`config.mk`:
```
export PLATFORM = sky130hd
export DESIGN_NAME = ooo_issue_top
export DESIGN_NICKNAME = d
export VERILOG_FILES = /design/src/rtl/ooo_pkg.sv /design/src/rtl/exec_lanes.sv /design/src/rtl/ooo_issue_top.sv /design/src/rtl/rs.sv
export SDC_FILE = /design/constraint.sdc
export NUM_CORES = 1
export LEC_CHECK = 0
export ABC_AREA = 1
export BUFFER_PORTS_ARGS = -buffer_cell sky130_fd_sc_hd__clkbuf_2
export CAP_MARGIN = 0
export CORE_MARGIN = 8
export CORE_UTILIZATION = 55
export DETAILED_ROUTE_END_ITERATION = 8
export GPL_ROUTABILITY_DRIVEN = 0
export PLACE_DENSITY = 0.74
export SLEW_MARGIN = 20
export SYNTH_ARGS = -nofsm -noshare
export SYNTH_HDL_FRONTEND = slang
export SYNTH_HIERARCHICAL = 1
export SYNTH_SLANG_ARGS = --single-unit
```
`constraint.sdc`:
```
create_clock -name clock -period 5.15 [get_ports clock]
set_input_delay 0.7725 -clock clock [delete_from_list [all_inputs] [get_ports clock]]
set_output_delay 0.7725 -clock clock [all_outputs]
set_load 0.005 [all_outputs]
```
`src/rtl/ooo_pkg.sv`:
```
//####################################################################
// Shared widths, class codes and packets for the issue window.
// RS_SLOTS is fixed at 5 since every slot is tied to one unit class.
//####################################################################

package ooo_pkg;

	// Tag, slot and code widths
	typedef logic [5:0] phys_reg_t;
	typedef logic [2:0] slot_idx_t;
	typedef logic [1:0] op_class_t;
	typedef logic [3:0] alu_func_t;

	// Functional unit classes
	localparam op_class_t CLASS_ALU   = 2'd0;
	localparam op_class_t CLASS_LOAD  = 2'd1;
	localparam op_class_t CLASS_STORE = 2'd2;
	localparam op_class_t CLASS_MULT  = 2'd3;

	// Slot 0 ALU, 1 load, 2 store, 3 and 4 multiply
	localparam int RS_SLOTS = 5;

	// One source operand, only the tag and its ready bit
	typedef struct packed {
		logic      valid;
		logic      ready;
		phys_reg_t tag;
	} operand_t;

	// Decoded op as written by the decoder
	typedef struct packed {
		op_class_t op_class;
		alu_func_t alu_func;
		operand_t  t1;
		operand_t  t2;
		logic      dest_valid;
		phys_reg_t dest_tag;
	} decoded_op_t;

	// Issued op with the slot it came from
	typedef struct packed {
		decoded_op_t op;
		slot_idx_t   slot;
	} issue_pkt_t;

	// CDB payload, enable travels beside it
	typedef struct packed {
		phys_reg_t tag;
	} cdb_t;

endpackage

```
`src/rtl/exec_lanes.sv`:
```
//####################################################################
// One latency lane per slot, lowest done lane retires each cycle.
// MULT_LATENCY must lie between 2 and 7.
//####################################################################

`timescale 1ns/10ps

module exec_lanes #(
	parameter int MULT_LATENCY = 3
) (
	input  logic                clock,
	input  logic                rst_n,
	input  logic                flush,
	input  logic                issue_en,
	input  ooo_pkg::issue_pkt_t issue_pkt,
	output logic                cdb_en,
	output ooo_pkg::cdb_t       cdb,
	output logic                remove_en,
	output ooo_pkg::slot_idx_t  remove_slot
);

	localparam int ALU_LATENCY   = 1;
	localparam int LOAD_LATENCY  = 2;
	localparam int STORE_LATENCY = 1;

	typedef logic [2:0] lat_cnt_t;

	logic [ooo_pkg::RS_SLOTS-1:0] active;
	logic [ooo_pkg::RS_SLOTS-1:0] done;
	logic [ooo_pkg::RS_SLOTS-1:0] dest_valid;
	lat_cnt_t                     count    [ooo_pkg::RS_SLOTS];
	ooo_pkg::phys_reg_t           dest_tag [ooo_pkg::RS_SLOTS];

	// Counter start value, one below the class latency
	function automatic lat_cnt_t first_count(input ooo_pkg::op_class_t cls);
		case (cls)
			ooo_pkg::CLASS_ALU:   return lat_cnt_t'(ALU_LATENCY - 1);
			ooo_pkg::CLASS_LOAD:  return lat_cnt_t'(LOAD_LATENCY - 1);
			ooo_pkg::CLASS_STORE: return lat_cnt_t'(STORE_LATENCY - 1);
			default:              return lat_cnt_t'(MULT_LATENCY - 1);
		endcase
	endfunction

	always_comb begin
		for (int i = 0; i < ooo_pkg::RS_SLOTS; i++) begin
			done[i] = active[i] && (count[i] == '0);
		end
	end

	// Lowest numbered done lane retires, others hold
	always_comb begin
		remove_en   = 1'b0;
		remove_slot = '0;
		cdb_en      = 1'b0;
		cdb         = '0;
		for (int i = ooo_pkg::RS_SLOTS - 1; i >= 0; i--) begin
			if (done[i]) begin
				remove_en   = 1'b1;
				remove_slot = ooo_pkg::slot_idx_t'(i);
				cdb_en      = dest_valid[i];
				cdb.tag     = dest_tag[i];
			end
		end
	end

	// Lane occupancy
	always_ff @(posedge clock) begin
		if (!rst_n || flush) begin
			active <= '0;
		end else begin
			if (remove_en) begin
				active[remove_slot] <= 1'b0;
			end
			if (issue_en) begin
				active[issue_pkt.slot] <= 1'b1;
			end
		end
	end

	// Countdown and destination payload
	always_ff @(posedge clock) begin
		for (int i = 0; i < ooo_pkg::RS_SLOTS; i++) begin
			if (count[i] != '0) begin
				count[i] <= count[i] - 3'd1;
			end
		end
		if (issue_en) begin
			count[issue_pkt.slot]      <= first_count(issue_pkt.op.op_class);
			dest_valid[issue_pkt.slot] <= issue_pkt.op.dest_valid;
			dest_tag[issue_pkt.slot]   <= issue_pkt.op.dest_tag;
		end
	end

endmodule

```
`src/rtl/ooo_issue_top.sv`:
```
//####################################################################
// Issue window top, reservation station plus execution lanes.
//####################################################################

`timescale 1ns/10ps

module ooo_issue_top #(
	parameter int MULT_LATENCY = 3
) (
	input  logic                 clock,
	input  logic                 rst_n,
	input  logic                 flush,
	input  logic                 dispatch_en,
	input  ooo_pkg::decoded_op_t dispatch_op,
	output logic                 dispatch_ready,
	output logic                 issue_en,
	output ooo_pkg::issue_pkt_t  issue_pkt,
	output logic                 cdb_en,
	output ooo_pkg::cdb_t        cdb,
	output logic                 remove_en,
	output ooo_pkg::slot_idx_t   remove_slot
);

	// Table, wakeup and issue select
	rs i_rs (
		.clock          (clock),
		.rst_n          (rst_n),
		.flush          (flush),
		.dispatch_en    (dispatch_en),
		.dispatch_op    (dispatch_op),
		.dispatch_ready (dispatch_ready),
		.cdb_en         (cdb_en),
		.cdb            (cdb),
		.remove_en      (remove_en),
		.remove_slot    (remove_slot),
		.issue_en       (issue_en),
		.issue_pkt      (issue_pkt)
	);

	// Latency countdown and completion arbitration
	exec_lanes #(
		.MULT_LATENCY (MULT_LATENCY)
	) i_exec_lanes (
		.clock       (clock),
		.rst_n       (rst_n),
		.flush       (flush),
		.issue_en    (issue_en),
		.issue_pkt   (issue_pkt),
		.cdb_en      (cdb_en),
		.cdb         (cdb),
		.remove_en   (remove_en),
		.remove_slot (remove_slot)
	);

endmodule

```
`src/rtl/rs.sv`:
```
//####################################################################
// Five-entry reservation station, one slot per unit class.
// A slot may not be freed and refilled in the same cycle.
//####################################################################

`timescale 1ns/10ps

module rs (
	input  logic                 clock,
	input  logic                 rst_n,
	input  logic                 flush,
	input  logic                 dispatch_en,
	input  ooo_pkg::decoded_op_t dispatch_op,
	output logic                 dispatch_ready,
	input  logic                 cdb_en,
	input  ooo_pkg::cdb_t        cdb,
	input  logic                 remove_en,
	input  ooo_pkg::slot_idx_t   remove_slot,
	output logic                 issue_en,
	output ooo_pkg::issue_pkt_t  issue_pkt
);

	logic [ooo_pkg::RS_SLOTS-1:0] busy;
	logic [ooo_pkg::RS_SLOTS-1:0] issued;
	logic [ooo_pkg::RS_SLOTS-1:0] eligible;
	ooo_pkg::decoded_op_t         entry_op [ooo_pkg::RS_SLOTS];

	ooo_pkg::slot_idx_t   disp_slot;
	ooo_pkg::decoded_op_t disp_op_byp;
	logic                 disp_fire;

	// Set ready when a valid operand matches the broadcast tag
	function automatic ooo_pkg::operand_t wake(
		input ooo_pkg::operand_t  opnd,
		input logic               en,
		input ooo_pkg::phys_reg_t tag
	);
		ooo_pkg::operand_t res;
		res = opnd;
		if (en && opnd.valid && (opnd.tag == tag)) begin
			res.ready = 1'b1;
		end
		return res;
	endfunction

	// Dispatch slot from class, second multiply spills into slot 4
	always_comb begin
		case (dispatch_op.op_class)
			ooo_pkg::CLASS_ALU:   disp_slot = 3'd0;
			ooo_pkg::CLASS_LOAD:  disp_slot = 3'd1;
			ooo_pkg::CLASS_STORE: disp_slot = 3'd2;
			default:              disp_slot = busy[3] ? 3'd4 : 3'd3;
		endcase
	end

	assign dispatch_ready = !busy[disp_slot];
	assign disp_fire      = dispatch_en && dispatch_ready;

	// Bypass a broadcast into the op being written this cycle
	always_comb begin
		disp_op_byp    = dispatch_op;
		disp_op_byp.t1 = wake(dispatch_op.t1, cdb_en, cdb.tag);
		disp_op_byp.t2 = wake(dispatch_op.t2, cdb_en, cdb.tag);
	end

	// Busy, not issued, all used sources ready
	always_comb begin
		for (int i = 0; i < ooo_pkg::RS_SLOTS; i++) begin
			eligible[i] = busy[i] && !issued[i] &&
				(!entry_op[i].t1.valid || entry_op[i].t1.ready) &&
				(!entry_op[i].t2.valid || entry_op[i].t2.ready);
		end
	end

	// Highest numbered eligible slot wins
	always_comb begin
		issue_en  = 1'b0;
		issue_pkt = '0;
		for (int i = 0; i < ooo_pkg::RS_SLOTS; i++) begin
			if (eligible[i]) begin
				issue_en       = 1'b1;
				issue_pkt.op   = entry_op[i];
				issue_pkt.slot = ooo_pkg::slot_idx_t'(i);
			end
		end
	end

	// Occupancy and issue state
	always_ff @(posedge clock) begin
		if (!rst_n || flush) begin
			busy   <= '0;
			issued <= '0;
		end else begin
			if (issue_en) begin
				issued[issue_pkt.slot] <= 1'b1;
			end
			if (disp_fire) begin
				busy[disp_slot] <= 1'b1;
			end
			// Remove only hits an issued slot, never the dispatch slot
			if (remove_en) begin
				busy[remove_slot]   <= 1'b0;
				issued[remove_slot] <= 1'b0;
			end
		end
	end

	// Entry payload and CDB wakeup
	always_ff @(posedge clock) begin
		for (int i = 0; i < ooo_pkg::RS_SLOTS; i++) begin
			entry_op[i].t1 <= wake(entry_op[i].t1, cdb_en, cdb.tag);
			entry_op[i].t2 <= wake(entry_op[i].t2, cdb_en, cdb.tag);
		end
		// Dispatch slot is free, so the whole entry is overwritten
		if (disp_fire) begin
			entry_op[disp_slot] <= disp_op_byp;
		end
	end

endmodule

```
Word level (Yosys, flattened, before mapping)
Memory sizes are Yosys's and may differ from the RTL's.
Cells that the tools add are included.
{"block": "op_classes", "add_sub_neg": 5, "order_cmp": 6, "n_eq_ne": 16, "mux": 78, "n_bitwise": 7, "n_reduce_logical": 89}
{"cell": "2-to-1 mux 32 bit", "count": 5}
{"cell": "equality test 6 bit", "count": 12}
{"cell": "logical AND 1 bit", "count": 48}
{"cell": "2-to-1 mux 1 bit", "count": 45}
{"cell": "2-to-1 mux 5 bit", "count": 9}
{"cell": "2-to-1 mux 6 bit", "count": 5}
{"cell": "2-to-1 mux 3 bit", "count": 7}
{"cell": "zero test 1 bit", "count": 17}
{"cell": "AND 5 bit", "count": 3}
{"cell": "zero test 3 bit", "count": 5}
{"cell": "OR 5 bit", "count": 3}
{"cell": "nonzero test 3 bit", "count": 5}
{"cell": "subtractor 3 x 1 -> 3 bit (second input constant)", "count": 5}
{"cell": "less-than comparator 3 x 4 -> 1 bit (second input constant)", "count": 3}
{"cell": "logical OR 1 bit", "count": 11}
{"cell": "demux 1 bit (select 3 bit)", "count": 3}
{"cell": ">= comparator 3 x 1 -> 1 bit (second input constant)", "count": 3}
{"cell": "one-hot mux 3 bit (3 select lines)", "count": 1}
{"cell": "bitwise mux 5 bit", "count": 1}
{"cell": "NOT 5 bit", "count": 1}
{"cell": "equality test 2 x 1 -> 1 bit (second input constant)", "count": 2}
{"cell": "equality test 2 bit (second input constant)", "count": 2}
{"cell": "zero test 2 bit", "count": 2}
{"cell": "one-hot mux 2 bit (2 select lines)", "count": 1}
{"cell": "2 further kinds", "count": 2}
{"block": "word_totals", "regBits": 20, "mem_bits_rw": 190, "out_inout_bits": 45, "memories": 3}
{"name": "i_rs.entry_op", "words": 5, "width": 29, "rd": 5, "rd_ports_with_merged_regs": 0, "wr": 6, "line": "rs.sv:26", "text": "ooo_pkg::decoded_op_t entry_op [ooo_pkg::RS_SLOTS];"}
{"name": "i_exec_lanes.dest_tag", "words": 5, "width": 6, "rd": 5, "rd_ports_with_merged_regs": 0, "wr": 1, "line": "exec_lanes.sv:32", "text": "ooo_pkg::phys_reg_t dest_tag [ooo_pkg::RS_SLOTS];"}
{"name": "i_exec_lanes.count", "words": 5, "width": 3, "rd": 5, "rd_ports_with_merged_regs": 0, "wr": 6, "line": "exec_lanes.sv:31", "text": "lat_cnt_t count [ooo_pkg::RS_SLOTS];"}

Longest topological paths before layout
An unclocked memory read counts as a cell.
{"block": "depth", "word_depth": 19, "depth_mapped": 18, "depth_no_buf": 16}

By module
The synthesis kept the hierarchy.
{"mod": "rs", "n_inst": 1, "cells_per_inst": 843, "area_each_um2": 7531.0}
{"mod": "exec_lanes", "n_inst": 1, "cells_per_inst": 245, "area_each_um2": 2468.6}

Worst setup path after synthesis
Ideal clock, no wire load.
{"block": "synth_path", "kind": "input-to-reg", "start": "input dispatch_op[27] (netlist bit)", "end": "memory i_rs/entry_op[4][13] (netlist bit)", "arrival_time_ps": 2532, "path_slack_ps": 2503, "cell_stages": 5, "path_buffers": 0, "cell_sequence": "nand4_1 -> nor2_1 -> inv_1 -> nand2_1 -> nand2_1"}
{"item": "start, declared", "line": "ooo_issue_top.sv:14", "text": "input ooo_pkg::decoded_op_t dispatch_op,"}
{"item": "end, declared", "line": "rs.sv:26"}

==> results by group <==
Pwr
  • Total power: 3.92 mW
  • Pwr dens: 348 nW/um^2
  • VDD IR max: 0.000342 V
  • Static leakage: 4.77 nW

Min path
  • Min-Delay Endpoint: i_rs/issued[1]
  • Hold Startpoint: i_rs/issued[1]
  • Hold path cells: 2
  • Hold Crit Class: register to register

Floorplan
  • Die ar.: 22800 um^2
  • Core ar.: 17900 um^2
  • Rows: 49
  • Num ports: 78
  • Die Y: 151 um
  • Die Wd: 151 um
  • Initial Util: 55.9%

Detailed routing
  • Final ANT Viol Nets: 0
  • DRC violation total after the first TritonRoute iteration: 819
  • Routed WL per cell: 18.5 um
  • Total Wirelength: 26100 um
  • Routed vias/inst: 5.56
  • Vias: 7839
  • DRT Pass-1 Iters: 5
  • DRC viols: 0

Clock network
  • H-tree depth: 1
  • Hold-fix buffer count after cts: 0
  • Postcts setup bufs: 0
  • CTS tree: yes
  • Max Buffers Root-to-Sink: 3
  • CTS Sinks: 210
  • Root Buffer: clkbuf_16
  • CTS-repair resized insts: 0
  • Clock Latency Late Sink: 0.51 ns
  • Clock transition at path regs: 0.06 ns
  • Cts bufs inserted: 23

Placement
  • Hpwl dp: 17500 um
  • # placed instances: 1368
  • Port Buffers: 77
  • Placed instance area: 10500 um^2
  • Dpl ws: 1.73 ns

Timing
  • RSZ-0062 raised after global routing: false
  • Final Cycle Share: 70.7%
  • Slew margin rel.: 29.1%
  • Worst Max-Slew Pin Slew: 1.06 ns
  • Final slew viol count: 0
  • Worst Slack Setup Final: 1.51 ns
  • Maximum clock rate: 0.275 GHz
  • Crit path time final: 3.64 ns
  • Clock Skews: 0.00650 ns
  • Setup TNS: 0 ns
  • Setup violators final: 0
  • Worst hold slack: 0.464 ns
  • Final hold viol count: 0

Synth
  • Post-Syn Area: 10000 um^2
  • Ys Warns: 6
  • Syn Nets: 1121
  • Area leader, netlist: edfxtp_1
  • Number of synthesized flops with an enable pin: 180
  • Top cell type's share of synthesized area: 54.1%
  • Top_reg_cell synth: edfxtp_1
  • Top cells by area, synth: edfxtp_1 (54%), nand2_1 (13%), dfxtp_1 (6.0%)
  • Syn avg cell area: 9.19 um^2
  • Async SR Flop Fraction: 0%
  • Synth Instances: 1088
  • Synth cell types: 37
  • Flop and latch count out of synthesis: 210
  • Sequential area share after synthesis: 60.1%

Critical path
  • Reg2reg path depth: 11
  • Nature of the critical path startpoint: register
  • Crit Path Category: register to primary output
  • Worst r2r dst: i_exec_lanes/count[1][1]
  • WP data required: 4.38 ns
  • Worst Setup End Kind: primary output
  • Slowest stage cell, crit path: inv_2
  • Crit Reg-Reg Startpoint: i_rs/busy[4]
  • R2R Setup Slk: 1.69 ns
  • CP Cell Sequence: inv_1 -> nor2_1 -> nand3_2 -> inv_2 -> nor2_1 -> nand2_1 -> nand2_1 -> clkbuf_2
  • Arrival time worst endpoint: 2.87 ns
  • CP Max Fanout: 52
  • Crit path largest cell delay: 0.85 ns

Global routing
  • Grt met3 use: 4.00%
  • GRT busiest layer: met2
  • Total grt overflow: 0
  • Global-route wire length before repair: 40000 um
  • Total GRT Usage: 22.8%
  • Initial antenna violation count: 0
  • M1 GR Usage: 30.9%
  • M2 GR Usage: 36.9%
  • Largest net degree at the start of global routing: 53
  • Vias in the first global route: 7265

Layout
  • Fin cells: 1410
  • Share of cells above drive strength 1: 13.5%
  • Layout net count: 1197
  • Final Util: 62.9%
  • Finished Cell Area: 11300 um^2
  • Area growth, synth to finish: 12.6%
  • Register area: 6010 um^2
  • Fill cells: 1471
  • Footprint of the multi-input gates: 3370 um^2
  • Antenna Cells: 0

Run status
  • Status: completed

Run
  • # Max-Cap Violations: 0
## layout make-up
class                      instances  share of cell area, %
sequential                       210                   53.3
multi-input combinational        727                   29.9
clock buffer                      28                   5.28
timing repair buffer              85                   3.96
inverter                         117                   3.90
tap                              229                   2.54
clock inverter                    14                   1.04
## synth_stat cells (5+ instances only)
master    count
nand3_1      50
xnor2_1      13
nor3_1       11
o21ai_0      44
xor2_1       13
o21ai_1      10
edfxtp_1    180
nor2_1       93
nand2_2       5
nand2_1     357
inv_1       105
nand4_1      17
nor2_2        7
dfxtp_1      30
buf_2        24
o22ai_1      11
a21oi_1      64
inv_2         9
## layer usage
metal | wire (um) | share of wire, %
met1 | 10900 | 42
met2 | 12200 | 47
met3 | 2430 | 9.3
met4 | 578 | 2.2
met5 | 0 | 0
## cells in the final DEF (no fill, tap or decap), types with 10 or more instances in the layout
cell,synthesis,final
nand3_1,50,50
dfxtp_1,30,30
clkbuf_2,0,77
nor3_1,11,11
xnor2_1,13,13
o21ai_0,44,44
a21oi_1,64,64
nand4_1,17,17
xor2_1,13,13
inv_1,105,104
nand2_1,357,357
nor2_1,93,92
edfxtp_1,180,180
clkbuf_16,0,23
o22ai_1,11,11
inv_2,9,10
## power by group
part           total (mW)  internal [mW]  switching (mW)
clock                1.56          0.920           0.643
combinational       0.344          0.108           0.235
sequential           2.01           1.96          0.0579
total                3.92           2.98           0.936
## cells by family (layout without fill, tap and decap cells)
family	after synthesis	in the layout	synth area share [%]
buf+inv	151	244	6.34
compound gates	146	146	7.88
flops	210	210	60.1
xor+xnor	26	26	2.28
simple gates	555	555	23.4
## state kept, by name (all words and copies together), names as in the netlist
signal	flops
i_rs/issued	5
i_exec_lanes/active	5
i_exec_lanes/count	15
i_rs/entry_op	145
i_exec_lanes/dest_valid	5
i_exec_lanes/dest_tag	30
i_rs/busy	5
## worst max-delay path: cells and delay by family, from the launching register on
family,cells,cell delay (ns)
buffers and inverters,3,1.07
AND/OR/NAND/NOR,5,0.94
flip-flops,1,0.33
## worst max path at each step
| stage | startpoint | slack, ns | depth (start not counted) | endpoint |
|---|---|---|---|---|
| after floorplan | dispatch_op[27] | 2.50 | 5 | i_rs/entry_op[4][13] |
| after global placement | i_rs/busy[4] | 1.87 | 11 | i_exec_lanes/count[1][1] |
| after detailed placement | i_rs/busy[4] | 1.73 | 11 | i_exec_lanes/count[1][1] |
| after CTS | i_rs/busy[4] | 1.52 | 8 | issue_pkt[7] |
| after global routing | i_rs/busy[4] | 1.33 | 8 | issue_pkt[5] |
| final | i_rs/busy[4] | 1.51 | 8 | issue_pkt[5] |
(Power assumes the default switching activity.)
